`src/logic/slc3_ctrl_pkg.sv`:
```
// ----------------------------------------
// SLC-3 control unit definitions
// states, datapath selects, control word
// ----------------------------------------
`default_nettype none

package slc3_ctrl_pkg;

	// ----------------------------------------
	// memory timing
	// sync bram plus output register
	localparam int MEM_WAIT_CYCLES = 3;
	localparam int WAIT_CNT_W = $clog2(MEM_WAIT_CYCLES + 1);
	localparam logic [WAIT_CNT_W-1:0] WAIT_LAST = WAIT_CNT_W'(MEM_WAIT_CYCLES - 1);

	// ----------------------------------------
	// sequencer states
	typedef enum logic [4:0] {
		st_halted,
		// fetch and decode
		st_fetch_mar,
		st_fetch_wait,
		st_fetch_ir,
		st_decode,
		// alu ops
		st_add,
		st_addi,
		st_and,
		st_andi,
		st_not,
		// memory ops
		st_ldr_addr,
		st_ldr_wait,
		st_ldr_wb,
		st_str_addr,
		st_str_data,
		st_str_wait,
		// control flow
		st_jsr_link,
		st_jsr_jump,
		st_jmp,
		st_br,
		st_br_taken,
		// pse handshake
		st_pause_1,
		st_pause_2
	} state_e;

	// ----------------------------------------
	// datapath mux selects
	typedef enum logic [1:0] {pc_inc, pc_adder, pc_bus} pcmux_e;
	typedef enum logic [1:0] {addr2_zero, addr2_off6, addr2_off9, addr2_off11} addr2_e;
	typedef enum logic [1:0] {aluk_add, aluk_and, aluk_pass, aluk_not} aluk_e;

	// one driver on the shared bus at a time
	typedef enum logic [2:0] {gate_none, gate_mdr, gate_alu, gate_pc, gate_marmux} bus_gate_e;

	// register load strobes
	typedef struct packed {
		logic mar;
		logic mdr;
		logic ir;
		logic pc;
		logic reg_file; // register file write
		logic cc;       // nzp flags
		logic ben;
		logic led;
	} ld_t;

	// full control word seen by the datapath
	typedef struct packed {
		ld_t       ld;
		logic      mem_ena;   // bram access
		logic      mem_wr;    // write, only with mem_ena
		pcmux_e    pcmux;
		addr2_e    addr2;
		aluk_e     aluk;
		bus_gate_e bus_gate;
		logic      addr1_sr1; // addr1 from sr1, else pc
		logic      sr1_hi;    // sr1 from ir[11:9], else ir[8:6]
		logic      dr_r7;     // dest is r7, else ir[11:9]
		logic      sr2_imm;   // sext imm5 into alu b
	} ctrl_word_t;

	// nothing loads, nothing drives the bus
	localparam ctrl_word_t CTRL_IDLE = '0;

endpackage

`default_nettype wire

```
`src/logic/slc3_isa_pkg.sv`:
```
// ----------------------------------------
// SLC-3 instruction set definitions
// word layout and opcode encoding
// ----------------------------------------
`default_nettype none

package slc3_isa_pkg;

	// ----------------------------------------
	// word size
	localparam int WORD_W = 16; // data and instruction width

	// link register written by jsr
	localparam logic [2:0] REG_R7 = 3'd7;

	// ----------------------------------------
	// opcodes, lc-3 encoding
	typedef enum logic [3:0] {
		op_br  = 4'b0000,
		op_add = 4'b0001,
		op_jsr = 4'b0100,
		op_and = 4'b0101,
		op_ldr = 4'b0110,
		op_str = 4'b0111,
		op_not = 4'b1001,
		op_jmp = 4'b1100,
		op_pse = 4'b1101 // pause, shows ir on leds
	} opcode_e;

	// instruction word, msb first
	typedef struct packed {
		opcode_e    opcode;   // [15:12]
		logic [2:0] dr;       // [11:9] dest, or source for str
		logic [2:0] sr1;      // [8:6] source / base register
		logic       imm_flag; // [5] imm5 form of add and and
		logic [4:0] low;      // [4:0] sr2 / imm5 / offset bits
	} instr_t;

endpackage

`default_nettype wire

```
`src/logic/control_sequencer.sv`:
```
// ----------------------------------------
// SLC-3 sequencer FSM
// state register, memory wait counter
// and next-state decode
// ----------------------------------------
`timescale 1ns/1ps
`default_nettype none

module control_sequencer (
	input  wire logic                 clk,
	input  wire logic                 reset,
	input  wire logic                 run_i,      // leave halted
	input  wire logic                 continue_i, // pse handshake
	input  wire logic                 ben_i,      // branch enable from datapath
	input  wire slc3_isa_pkg::instr_t ir_i,
	output slc3_ctrl_pkg::state_e     state_o
);

	import slc3_isa_pkg::*;
	import slc3_ctrl_pkg::*;

	state_e state;
	state_e state_nxt;

	logic [WAIT_CNT_W-1:0] wait_cnt; // cycles spent in current wait state
	logic                  wait_done;

	// states that hold a bram access open
	function automatic logic is_wait(input state_e s);
		return s inside {st_fetch_wait, st_ldr_wait, st_str_wait};
	endfunction

	assign wait_done = (wait_cnt == WAIT_LAST);
	assign state_o = state;

	// ----------------------------------------
	// state register
	always_ff @(posedge clk)
	begin
		if (reset)
			state <= st_halted;
		else
			state <= state_nxt;
	end

	// wait counter, restarts on each wait entry
	always_ff @(posedge clk)
	begin
		if (reset)
			wait_cnt <= '0;
		else if (is_wait(state_nxt) && (state_nxt != state))
			wait_cnt <= '0;
		else if (is_wait(state))
			wait_cnt <= wait_cnt + 1'b1; // last bump on exit is harmless
	end

	// ----------------------------------------
	// next state
	always_comb
	begin
		state_nxt = state; // hold unless told otherwise

		case (state)
			st_halted:
				if (run_i)
					state_nxt = st_fetch_mar;

			// fetch
			st_fetch_mar:  state_nxt = st_fetch_wait;
			st_fetch_wait:
				if (wait_done)
					state_nxt = st_fetch_ir;
			st_fetch_ir:   state_nxt = st_decode;

			// ir is valid here, ben loads alongside
			st_decode:
			begin
				case (ir_i.opcode)
					op_add:  state_nxt = ir_i.imm_flag ? st_addi : st_add;
					op_and:  state_nxt = ir_i.imm_flag ? st_andi : st_and;
					op_not:  state_nxt = st_not;
					op_ldr:  state_nxt = st_ldr_addr;
					op_str:  state_nxt = st_str_addr;
					op_jsr:  state_nxt = st_jsr_link;
					op_jmp:  state_nxt = st_jmp;
					op_br:   state_nxt = st_br;
					op_pse:  state_nxt = st_pause_1;
					default: state_nxt = st_fetch_mar; // unknown, skip it
				endcase
			end

			// single cycle ops
			st_add, st_addi, st_and, st_andi, st_not, st_jmp:
				state_nxt = st_fetch_mar;

			// ldr: address, wait, write back
			st_ldr_addr:   state_nxt = st_ldr_wait;
			st_ldr_wait:
				if (wait_done)
					state_nxt = st_ldr_wb;
			st_ldr_wb:     state_nxt = st_fetch_mar;

			// str: address, data, write wait
			st_str_addr:   state_nxt = st_str_data;
			st_str_data:   state_nxt = st_str_wait;
			st_str_wait:
				if (wait_done)
					state_nxt = st_fetch_mar;

			// jsr: save pc, then jump
			st_jsr_link:   state_nxt = st_jsr_jump;
			st_jsr_jump:   state_nxt = st_fetch_mar;

			st_br:         state_nxt = ben_i ? st_br_taken : st_fetch_mar;
			st_br_taken:   state_nxt = st_fetch_mar;

			// wait for continue high, then low again
			st_pause_1:
				if (continue_i)
					state_nxt = st_pause_2;
			st_pause_2:
				if (!continue_i)
					state_nxt = st_fetch_mar;

			default:       state_nxt = st_halted;
		endcase
	end

endmodule

`default_nettype wire

```
`src/logic/control_word_gen.sv`:
```
// ----------------------------------------
// SLC-3 control word decode
// Moore outputs, one word per state
// ----------------------------------------
`timescale 1ns/1ps
`default_nettype none

module control_word_gen (
	input  wire slc3_ctrl_pkg::state_e state_i,
	output slc3_ctrl_pkg::ctrl_word_t  ctrl_o
);

	import slc3_ctrl_pkg::*;

	always_comb
	begin
		ctrl_o = CTRL_IDLE; // everything off, selects at first value

		case (state_i)
			// ----------------------------------------
			// fetch and decode
			st_fetch_mar:
			begin
				ctrl_o.bus_gate = gate_pc; // mar <- pc
				ctrl_o.ld.mar   = 1'b1;
				ctrl_o.pcmux    = pc_inc;  // pc <- pc + 1
				ctrl_o.ld.pc    = 1'b1;
			end
			st_fetch_wait, st_ldr_wait:
			begin
				ctrl_o.mem_ena = 1'b1; // read, mdr catches bram output
				ctrl_o.ld.mdr  = 1'b1;
			end
			st_fetch_ir:
			begin
				ctrl_o.bus_gate = gate_mdr;
				ctrl_o.ld.ir    = 1'b1;
			end
			st_decode: ctrl_o.ld.ben = 1'b1;

			// ----------------------------------------
			// alu ops, dr <- sr1 op sr2/imm5, flags follow
			st_add, st_addi, st_and, st_andi, st_not:
			begin
				ctrl_o.bus_gate    = gate_alu;
				ctrl_o.ld.reg_file = 1'b1;
				ctrl_o.ld.cc       = 1'b1;
				case (state_i)
					st_addi:
					begin
						ctrl_o.aluk    = aluk_add;
						ctrl_o.sr2_imm = 1'b1;
					end
					st_and:  ctrl_o.aluk = aluk_and;
					st_andi:
					begin
						ctrl_o.aluk    = aluk_and;
						ctrl_o.sr2_imm = 1'b1;
					end
					st_not:  ctrl_o.aluk = aluk_not;
					default: ctrl_o.aluk = aluk_add;
				endcase
			end

			// ----------------------------------------
			// memory ops
			st_ldr_addr, st_str_addr:
			begin
				ctrl_o.bus_gate  = gate_marmux; // mar <- base + sext(off6)
				ctrl_o.ld.mar    = 1'b1;
				ctrl_o.addr1_sr1 = 1'b1;
				ctrl_o.addr2     = addr2_off6;
			end
			st_ldr_wb:
			begin
				ctrl_o.bus_gate    = gate_mdr;
				ctrl_o.ld.reg_file = 1'b1;
			end
			st_str_data:
			begin
				ctrl_o.bus_gate = gate_alu; // source reg sits in ir[11:9]
				ctrl_o.sr1_hi   = 1'b1;
				ctrl_o.aluk     = aluk_pass;
				ctrl_o.ld.mdr   = 1'b1;
			end
			st_str_wait:
			begin
				ctrl_o.mem_ena = 1'b1;
				ctrl_o.mem_wr  = 1'b1; // held for the whole write
			end

			// ----------------------------------------
			// control flow
			st_jsr_link:
			begin
				ctrl_o.bus_gate    = gate_pc; // r7 <- incremented pc
				ctrl_o.dr_r7       = 1'b1;
				ctrl_o.ld.reg_file = 1'b1;
			end
			st_jsr_jump:
			begin
				ctrl_o.pcmux = pc_adder; // pc + sext(off11)
				ctrl_o.addr2 = addr2_off11;
				ctrl_o.ld.pc = 1'b1;
			end
			st_jmp:
			begin
				ctrl_o.bus_gate = gate_alu; // base reg through alu
				ctrl_o.aluk     = aluk_pass;
				ctrl_o.pcmux    = pc_bus;
				ctrl_o.ld.pc    = 1'b1;
			end
			st_br_taken:
			begin
				ctrl_o.pcmux = pc_adder; // pc + sext(off9)
				ctrl_o.addr2 = addr2_off9;
				ctrl_o.ld.pc = 1'b1;
			end

			// ir shown on leds while paused
			st_pause_1, st_pause_2: ctrl_o.ld.led = 1'b1;

			default: ctrl_o = CTRL_IDLE; // halted, br not taken
		endcase
	end

endmodule

`default_nettype wire

```
`src/logic/slc3_control.sv`:
```
// ----------------------------------------
// SLC-3 ISDU top
// sequencer feeding the control word decode
// ----------------------------------------
`timescale 1ns/1ps
`default_nettype none

module slc3_control (
	input  wire logic                 clk,
	input  wire logic                 reset,
	input  wire logic                 run_i,
	input  wire logic                 continue_i,
	input  wire logic                 ben_i,
	input  wire slc3_isa_pkg::instr_t ir_i,
	output slc3_ctrl_pkg::ctrl_word_t ctrl_o
);

	import slc3_ctrl_pkg::*;

	state_e state; // registered, so ctrl_o is glitch free per state

	control_sequencer i_control_sequencer (
		.clk        (clk),
		.reset      (reset),
		.run_i      (run_i),
		.continue_i (continue_i),
		.ben_i      (ben_i),
		.ir_i       (ir_i),
		.state_o    (state)
	);

	control_word_gen i_control_word_gen (
		.state_i (state),
		.ctrl_o  (ctrl_o)
	);

endmodule

`default_nettype wire

```
`config.mk`:
```
export PLATFORM = sky130hd
export DESIGN_NAME = slc3_control
export DESIGN_NICKNAME = d
export VERILOG_FILES = /design/src/logic/slc3_ctrl_pkg.sv /design/src/logic/slc3_isa_pkg.sv /design/src/logic/control_sequencer.sv /design/src/logic/control_word_gen.sv /design/src/logic/slc3_control.sv
export SDC_FILE = /design/constraint.sdc
export NUM_CORES = 1
export LEC_CHECK = 0
export BUFFER_PORTS_ARGS = -buffer_cell sky130_fd_sc_hd__buf_2
export CAP_MARGIN = 20
export CORE_MARGIN = 10
export CORE_UTILIZATION = 54
export CTS_BUF_LIST = sky130_fd_sc_hd__clkbuf_8
export CTS_CLUSTER_DIAMETER = 40
export DETAILED_ROUTE_END_ITERATION = 10
export GPL_ROUTABILITY_DRIVEN = 0
export GPL_TIMING_DRIVEN = 0
export PLACE_DENSITY = 0.87
export SLEW_MARGIN = 10
export SYNTH_ARGS = -nofsm -noshare
export SYNTH_HDL_FRONTEND = slang
export SYNTH_SLANG_ARGS = --single-unit
```
`constraint.sdc`:
```
create_clock -name clk -period 3.4 [get_ports clk]
set_input_delay 0.51 -clock clk [delete_from_list [all_inputs] [get_ports clk]]
set_output_delay 0.51 -clock clk [all_outputs]
set_load 0.02 [all_outputs]
```
==> flow_metrics.py, run 1 <==
metrics = {
    "timing": {
        "fin_ws_ns": 0.6104,
        "fin_crit_sh": 0.8205,
        "tightest_slew_ns": 0.5131,
        "max_freq_mhz": 358.5,
        "fin_skew_ns": 0.0007577,
        "setup_tns_ns": 0,
        "period_needed_ns": 2.790,
        "rsz0062_at_grt": "false",
        "drv_slew": 0,
        "slew_headroom": 0.6536,
        "setup_violations": 0,
        "hold_violations": 0,
    },
    "synth": {
        "synthTopCellsByArea": "dfxtp_1 12%, a21oi_1 5.7%, nand2_1 5.6%, nor2_1 5.6%, nor2b_1 3.9%",
        "ys_ff_latch": 7,
        "synthTopCellsByCount": "17 x nand2_1, 17 x nor2_1, 13 x a21oi_1",
        "yosysWarnings": 0,
        "synth_ff_type": "dfxtp_1",
        "synth-async-reset-ratio": 0,
        "synth_top_area_share": 0.1233,
        "synth.avg_cell_area_um2": 6.803,
        "netlist_area_um2": 1136,
        "synth_top_area_cell": "dfxtp_1",
        "syn_nets": 189,
        "synth_edf_count": 0,
        "ys_seq_area_frac": 0.1233,
        "netlist_instances": 167,
        "ys_types": 56,
    },
    "floorplanning": {
        "die_w_um": 65.87,
        "die-height_um": 65.87,
        "ios": 44,
        "fp-row-count": 16,
        "core_um2": 1982,
        "dieArea_um2": 4338,
        "start_util": 0.5732,
    },
    "grt": {
        "grt_pass1_vias": 1409,
        "grt_max_degree": 11,
        "grt_first_pass_wirelength_um": 6334,
        "antenna_found_initial": 0,
        "overflow": 0,
        "grt.total_usage": 0.1712,
    },
    "drt": {
        "vias": 1457,
        "via_per_inst": 6.390,
        "ant_nets": 0,
        "firstDrtPassIters": 6,
        "drt-total-wl_um": 3719,
        "post-route-drc-count": 0,
        "drt_iter0_markers": 157,
        "wl_per_cell_um": 16.31,
    },
    "layout": {
        "regArea_um2": 140.1,
        "multi_input_area_um2": 900.9,
        "antenna_cells": 0,
        "synthToLayoutAreaGrowth_pct": 20.15,
        "final_util": 0.6888,
        "fin_nets": 224,
        "drive_gt1_frac": 0.2488,
        "fillers": 180,
    },
    "critical_path": {
        "end_kind": "output port",
        "critPathLaunchType": "flip-flop",
        "worstReg2RegEnd": "i_control_sequencer.wait_cnt[0]",
        "arrival_ns": 2.28,
        "rr_worst_depth": 7,
        "worstReg2RegStart": "i_control_sequencer.state_o[1]",
        "path_class": "reg -> out",
        "reg2reg_setup_slack_ns": 1.27,
        "crit_path_start": "i_control_sequencer.state_o[4]",
        "cp_max_fo": 10,
        "worstPathRequired_ns": 2.89,
    },
    "outcome": {
        "status": "finished, final reports clean",
    },
    "min_path": {
        "hold_path.class": "in -> reg",
        "worstHoldStart": "reset",
        "holdPathEnd": "i_control_sequencer.state_o[3]",
        "hold_depth": 2,
    },
    "flow_run": {
        "drv_cap": 0,
    },
    "clock_tree": {
        "cts.clk_slew.worst_paths_ns": 0.04,
        "ctsResizeCount": 0,
        "clock_path_buffers": 2,
        "cts_sinks": 7,
        "root_buffer": "clkbuf_8",
        "cts_max_level": 1,
        "clk-insertion-delay-late_ns": 0.22,
        "cts_tree": "built",
        "cts_inserted_buffers": 3,
        "cts_setup_buffers": 0,
        "holdBufCountCts": 0,
    },
    "placed_design": {
        "io_buffers": 30,
        "dpl.hpwl_um": 2908,
        "dp_slack_ns": 0.8964,
    },
    "power": {
        "ir_worst_vdd_mv": 0.2487,
        "net-switching-power_uw": 118.6,
        "switching_share": 0.3550,
        "power_frac_comb": 0.396,
        "leakagePower_uw": 0.0006577,
        "intPower_uw": 215.4,
        "cellPowerDensity_nw_per_um2": 244.6,
        "power_frac_seq": 0.274,
        "clkPwrFrac": 0.330,
    },
}
cells in the final DEF (no fill, tap or decap), drive strengths merged, types with 2 or more instances in the layout:
cell and instances:
nand2b 6, inv 8, nor3b 2, a22oi 2
a21o 4, dfxtp 7, xnor2 2, a31oi 3
o21ai 5, nand2 17, clkbuf 9, a211oi 5
or2 2, or3 2, and3 5, nor4bb 2
a2111oi 2, nor2b 7, and2 2, nor2 17
a21oi 13, buf 39, nand3b 2, nor3 6
nand3 4, o22ai 3, mux2i 2
metrics by stage:
step / instances / area, um2 / total power (uW) / hold slack (ns)
after global placement: 224 / 1320 / 216.5 / 0.5397
after floorplan: 167 / 1136 / 187.0 / 0.5190
after detailed placement: 224 / 1320 / 221.5 / 0.5515
after CTS: 228 / 1365 / 334.6 / 0.4768
final: 228 / 1365 / 334.0 / 0.4811
after global routing: 228 / 1365 / 357.4 / 0.4863
worst max path at each step:
stage,endpoint,slack [ns],cells past startpoint
floorplan,ctrl_o[18],1.25,7
global placement,ctrl_o[18],0.94,8
detailed placement,ctrl_o[18],0.90,8
CTS,ctrl_o[18],0.65,8
global route,ctrl_o[18],0.46,8
finish,ctrl_o[18],0.61,8
cell type report:
| type | count | share of cell area |
|---|---|---|
| inverters | 7 | 0.01925 |
| clock inverters | 1 | 0.002750 |
| plain buffers | 15 | 0.05041 |
| clock buffers | 3 | 0.03025 |
| multi-input cells | 138 | 0.6599 |
| well taps | 27 | 0.02475 |
| flip-flops and latches | 7 | 0.1027 |
| repair buffers | 30 | 0.1100 |
sequential cells by signal (all words and copies together), names as in the netlist:
name                          count
i_control_sequencer.state_o       5
i_control_sequencer.wait_cnt      2
power groups by stage:
stage / logic (uW) / registers [uW] / clock network (uW)
after floorplan: 95.6 / 91.4 / 0
after global placement: 124 / 92.1 / 0
after detailed placement: 129 / 92.8 / 0
after CTS: 129 / 91.4 / 114
after global routing: 145 / 92.1 / 120
final: 132 / 91.5 / 110
cell families (layout without fill, tap and decap cells):
logic type,after synthesis,in the layout,share of synthesized area
AOI/OAI and AO/OA,51,51,0.3403
xor gates and xnor gates,3,3,0.02313
adders and majority gates,1,1,0.01101
buffers and inverters,22,56,0.08371
DFF,7,7,0.1233
muxes,3,3,0.02753
and+or+nand+nor,80,80,0.3910
critical path: stages (launching register included):
cell	delay, ns
dfxtp_1	0.30
clkbuf_1	0.30
buf_2	0.33
clkbuf_1	0.35
nand2_1	0.18
a21o_1	0.21
a21oi_1	0.14
a21o_1	0.09
buf_2	0.15
layer usage:
metal  up-vias  track usage  routed length [um]
li1        680            -                   -
met1       666       0.2047                1441
met2       107       0.2911                1837
met3         4      0.03390                 420
met4         0      0.06417                  20
met5         -            0                   0
(Power assumes the default switching activity.)
==> inputs of run 2 (changes only) <==
--- a/config.mk
+++ b/config.mk
@@ -8,13 +8,13 @@
 export BUFFER_PORTS_ARGS = -buffer_cell sky130_fd_sc_hd__buf_2
 export CAP_MARGIN = 20
 export CORE_MARGIN = 10
-export CORE_UTILIZATION = 54
+export CORE_UTILIZATION = 46
 export CTS_BUF_LIST = sky130_fd_sc_hd__clkbuf_8
 export CTS_CLUSTER_DIAMETER = 40
 export DETAILED_ROUTE_END_ITERATION = 10
 export GPL_ROUTABILITY_DRIVEN = 0
 export GPL_TIMING_DRIVEN = 0
-export PLACE_DENSITY = 0.87
+export PLACE_DENSITY = 0.79
 export SLEW_MARGIN = 10
 export SYNTH_ARGS = -nofsm -noshare
 export SYNTH_HDL_FRONTEND = slang
==> constraint.sdc (replaced) <==
create_clock -name clk -period 2.55 [get_ports clk]
set_input_delay 0.3825 -clock clk [delete_from_list [all_inputs] [get_ports clk]]
set_output_delay 0.3825 -clock clk [all_outputs]
set_load 0.02 [all_outputs]
==> run 2 against run 1 <==
Sequential power grew 33%. First-iteration DRC count shrank 8.9%. Register-to-register slack lost 0.86 ns. Final cell count is the same. Via count shrank 2.7%. Sequential share of layout area is the same. Combinational power grew 32%. Critical path depth shrank 1. Critical path type unchanged. Largest cell class unchanged. Highest routed layer unchanged.
==> flow_metrics.py, run 2 (synthesis results as in run 1) <==
metrics = {
    "floorplanning": {
        "die-height_um": 69.70,
        "start_util": 0.4992,
        "dieArea_um2": 4857,
        "fp-row-count": 17,
        "core_um2": 2276,
        "ios": 44,
        "die_w_um": 69.70,
    },
    "power": {
        "leakagePower_uw": 0.0006584,
        "finalPower_uw": 450.7,
        "cellPowerDensity_nw_per_um2": 330.2,
        "ir_worst_vdd_mv": 0.3465,
    },
    "outcome": {
        "status": "finished, final reports clean",
    },
    "critical_path": {
        "worstPathRequired_ns": 2.17,
        "cp_max_fo": 19,
        "end_kind": "output port",
        "path_cells": "clkbuf_1 -> buf_2 -> nand2_1 -> a21o_1 -> a21oi_1 -> a21o_1 -> buf_2",
        "path_delay_family": "buffers and inverters",
        "arrival_ns": 1.98,
        "critical_path_buf_inv_count": 3,
        "critPathLaunchType": "flip-flop",
        "path_class": "reg -> out",
        "slowest_delay_ns": 0.39,
        "slowest_stage": "buf_2",
    },
    "placed_design": {
        "dpl_cell_area_um2": 1321,
        "io_buffers": 30,
        "dpl.hpwl_um": 2877,
    },
    "clock_tree": {
        "root_buffer": "clkbuf_8",
        "cts_max_level": 1,
        "clk-insertion-delay-late_ns": 0.23,
        "cts_tree": "built",
        "cts.clk_slew.worst_paths_ns": 0.04,
        "cts_sinks": 7,
        "clock_path_buffers": 2,
        "cts_inserted_buffers": 3,
    },
    "grt": {
        "antenna_found_initial": 0,
        "overflow": 0,
        "grt_max_degree": 20,
        "met1_usage": 0.1631,
        "grt.total_usage": 0.1434,
        "grt_pass1_vias": 1354,
        "met3_usage": 0.04850,
        "busiest_layer": "met2",
        "grt.met2_usage": 0.2359,
        "grt_first_pass_wirelength_um": 6127,
    },
    "flow_run": {
        "drv_cap": 0,
    },
    "timing": {
        "fin_skew_ns": 0.002025,
        "rsz0062_at_grt": "false",
        "setup_tns_ns": 0,
        "tightest_slew_ns": 0.5314,
        "setup_violations": 0,
        "max_freq_mhz": 423.6,
        "drv_slew": 0,
        "hold_violations": 0,
        "period_needed_ns": 2.361,
        "slew_headroom": 0.6412,
        "fin_crit_sh": 0.9259,
    },
    "drt": {
        "drt-total-wl_um": 3614,
        "post-route-drc-count": 0,
        "ant_nets": 0,
        "wl_per_cell_um": 15.85,
        "firstDrtPassIters": 4,
        "drt_iter0_markers": 143,
        "via_per_inst": 6.215,
        "vias": 1417,
    },
    "layout": {
        "drive_gt1_frac": 0.2600,
        "final_cell_mix": "36 x buf_2, 17 x nand2_1, 17 x nor2_1",
        "fin_area_um2": 1365,
        "fin_nets": 223,
        "layout_commonest_cell": "buf_2",
        "antenna_cells": 0,
        "fillers": 219,
        "largest_reg_flops": 5,
        "synthToLayoutAreaGrowth_pct": 20.15,
        "final_util": 0.5998,
    },
    "min_path": {
        "hold_path.class": "in -> reg",
    },
}
-- run 2: routing by layer --
layer	routed length [um]	part of all wire
met1	1440	0.40
met2	1733	0.48
met3	373	0.10
met4	66	0.018
met5	0	0
-- run 2: final cells by class --
cell class / count / area, um2 / area share
multi-input combinational: 138 / 900.9 / 0.6599
timing repair buffer: 30 / 150.1 / 0.1100
sequential: 7 / 140.1 / 0.1027
buffer: 14 / 66.31 / 0.04858
clock buffer: 3 / 41.29 / 0.03025
tap: 28 / 35.03 / 0.02566
inverter: 7 / 26.28 / 0.01925
clock inverter: 1 / 5.005 / 0.003666
-- run 2: power by group --
part	switching [uW]	leakage, uW	internal, uW
Combinational	107	0.000576	67.3
Sequential	5.40	0.0000569	116
Clock	49.2	0.0000255	106
Total	161	0.000658	289
-- run 2: stage by stage --
step	instances	hold WS [ns]	setup WS, ns
3_3_place_gp	225	0.5385	0.2208
2_1_floorplan	167	0.4549	0.5310
6_report	228	0.3410	0.1891
5_1_grt	228	0.3376	0.02155
3_5_place_dp	225	0.5508	0.2005
4_1_cts	228	0.3399	0.1413
-- run 2: worst reg2reg max path, cell delays in order, from the launching register on --
cell      delay [ns]
dfxtp_1         0.37
buf_2           0.23
clkbuf_1        0.43
nand4_1         0.19
a32oi_2         0.35
o32a_1          0.22
nor3_2          0.05
a211oi_1        0.21
-- run 2: path summary, 6_finish.rpt --
| path | start | to | slack [ns] | cells after the start |
|---|---|---|---|---|
| worst min-delay path | reset | i_control_sequencer.state_o[3] | 0.34 | 2 |
| worst min register to register | i_control_sequencer.wait_cnt[0] | i_control_sequencer.wait_cnt[0] | 0.55 | 2 |
| worst max register to register | i_control_sequencer.state_o[1] | i_control_sequencer.wait_cnt[0] | 0.41 | 7 |
| worst max-delay path | i_control_sequencer.state_o[4] | ctrl_o[18] | 0.19 | 7 |
-- run 2: repair_timing --
item	in CTS	in global routing
setup buffers	0	0
endpoints found under the setup margin	1	1
hold buffers	0	0
gates resized for setup	0	1
==> inputs of run 3 (changes only) <==
--- a/config.mk
+++ b/config.mk
@@ -15,6 +15,7 @@
 export GPL_ROUTABILITY_DRIVEN = 0
 export GPL_TIMING_DRIVEN = 0
 export PLACE_DENSITY = 0.79
+export REMOVE_ABC_BUFFERS = 1
 export SLEW_MARGIN = 10
 export SYNTH_ARGS = -nofsm -noshare
 export SYNTH_HDL_FRONTEND = slang
==> run 3 against run 2 <==
Critical path depth decreased by 2. Routed wire length decreased by 7.1%. Design area decreased by 3.8%. Clock skew increased by 0.0025 ns. Final cell count decreased by 5.3%. Total power decreased by 2.6%. Utilization decreased by 2.3 points. Highest routed layer is now met3.
==> flow_metrics.py, run 3 (synthesis results as in run 1) <==
metrics = {
    "clock_tree": {
        "cts_tree": "built",
        "cts.clk_slew.worst_paths_ns": 0.04,
        "clock_path_buffers": 2,
        "clk-insertion-delay-late_ns": 0.22,
        "root_buffer": "clkbuf_8",
        "cts_setup_buffers": 0,
        "cts_sinks": 7,
        "cts_inserted_buffers": 3,
        "cts_max_level": 1,
    },
    "layout": {
        "fin_nets": 211,
        "layout_commonest_cell": "buf_2",
        "antenna_cells": 0,
        "final_cells": 216,
        "synthToLayoutAreaGrowth_pct": 15.64,
        "final_cell_mix": "32 x buf_2, 17 x nand2_1, 17 x nor2_1",
        "drive_gt1_frac": 0.2606,
        "largest_reg_flops": 5,
    },
    "timing": {
        "drv_slew": 0,
        "tightest_slew_ns": 0.7084,
        "rsz0062_at_grt": "false",
        "hold_violations": 0,
        "fin_crit_sh": 0.9443,
        "setup_violations": 0,
        "setup_tns_ns": 0,
        "holdWs_ns": 0.3500,
        "fin_skew_ns": 0.004523,
        "slew_headroom": 0.5271,
        "period_needed_ns": 2.408,
        "max_freq_mhz": 415.3,
        "fin_ws_ns": 0.1421,
    },
    "floorplanning": {
        "die-height_um": 69.70,
        "dieArea_um2": 4857,
        "die_w_um": 69.70,
        "fp-row-count": 17,
        "ios": 44,
        "start_util": 0.4992,
        "core_um2": 2276,
    },
    "placed_design": {
        "dpl.hpwl_um": 2511,
        "dp_cells": 212,
        "dp_slack_ns": -0.04921,
        "io_buffers": 32,
    },
    "grt": {
        "grt.met2_usage": 0.2077,
        "busiest_layer": "met2",
        "met3_usage": 0.03281,
        "grt.total_usage": 0.1258,
        "grt_pass1_vias": 1206,
        "overflow": 0,
        "met1_usage": 0.1577,
        "grt_first_pass_wirelength_um": 5533,
        "antenna_found_initial": 0,
        "grt_max_degree": 32,
    },
    "drt": {
        "post-route-drc-count": 0,
        "drt_iter0_markers": 95,
        "firstDrtPassIters": 4,
        "drt-total-wl_um": 3358,
        "wl_per_cell_um": 15.55,
        "vias": 1309,
        "ant_nets": 0,
        "via_per_inst": 6.060,
    },
    "critical_path": {
        "slowest_delay_ns": 0.77,
        "path_class": "reg -> out",
        "slowest_stage": "dfxtp_1",
        "arrival_ns": 2.03,
        "worstPathRequired_ns": 2.17,
        "path_cells": "inv_1 -> or3_1 -> a21oi_1 -> a21o_1 -> buf_2",
        "end_kind": "output port",
        "cp_max_fo": 22,
        "critPathLaunchType": "flip-flop",
    },
    "outcome": {
        "status": "finished, final reports clean",
    },
    "flow_run": {
        "drv_cap": 0,
    },
    "min_path": {
        "hold_path.class": "in -> reg",
    },
    "power": {
        "leakagePower_uw": 0.0006168,
        "finalPower_uw": 439.0,
        "ir_worst_vdd_mv": 0.4026,
        "cellPowerDensity_nw_per_um2": 334.1,
    },
}
[run 3: changes by cell type in the layout (fill, tap and decap cells not counted), sizes merged]
cell    previous run  this run
buf               38        32
clkbuf             9         3
[run 3: path summary, 6_finish.rpt]
check	start	endpoint	slack, ns	cells after the start
worst max-delay path	i_control_sequencer.state_o[3]	ctrl_o[18]	0.14	5
worst min-delay path	reset	i_control_sequencer.wait_cnt[0]	0.35	2
worst max register to register	i_control_sequencer.state_o[3]	i_control_sequencer.wait_cnt[0]	0.20	6
worst min register to register	i_control_sequencer.wait_cnt[0]	i_control_sequencer.wait_cnt[0]	0.55	2
[run 3: worst max-delay path: cells and delay by family (launching register included)]
kind / cells / cell delay, ns
simple gates: 1 / 0.43
flops: 1 / 0.77
buf+inv: 2 / 0.35
compound gates: 2 / 0.25
[run 3: power breakdown]
| group | switching, uW | leakage [uW] | internal (uW) |
|---|---|---|---|
| clock network | 46.5 | 0.0000255 | 106 |
| logic | 83.8 | 0.000533 | 62.1 |
| registers | 23.9 | 0.0000587 | 117 |
[run 3: what timing repair did]
item,CTS,global route
setup endpoints to repair,3,6
hold buffers,0,0
resized for setup,1,3
[run 3: layout make-up]
type | count | area (um2)
inverters | 7 | 26.28
clock inverters | 1 | 5.005
fillers | 211 | 962.2
flip-flops and latches | 7 | 145.1
clock buffers | 3 | 41.29
repair buffers | 32 | 160.2
well taps | 28 | 35.03
multi-input cells | 138 | 900.9
[run 3: metal layers]
metal  wire length, um  share of wire
met5                 0              0
met1              1481           0.44
met3               251          0.075
met2              1625           0.48
met4                 0              0
[run 3: stage by stage]
stage | util | area (um2)
global route | 0.5772 | 1314
detailed placement | 0.5547 | 1262
global placement | 0.5547 | 1262
floorplan | - | 1067
CTS | 0.5756 | 1310
finish | 0.5772 | 1314
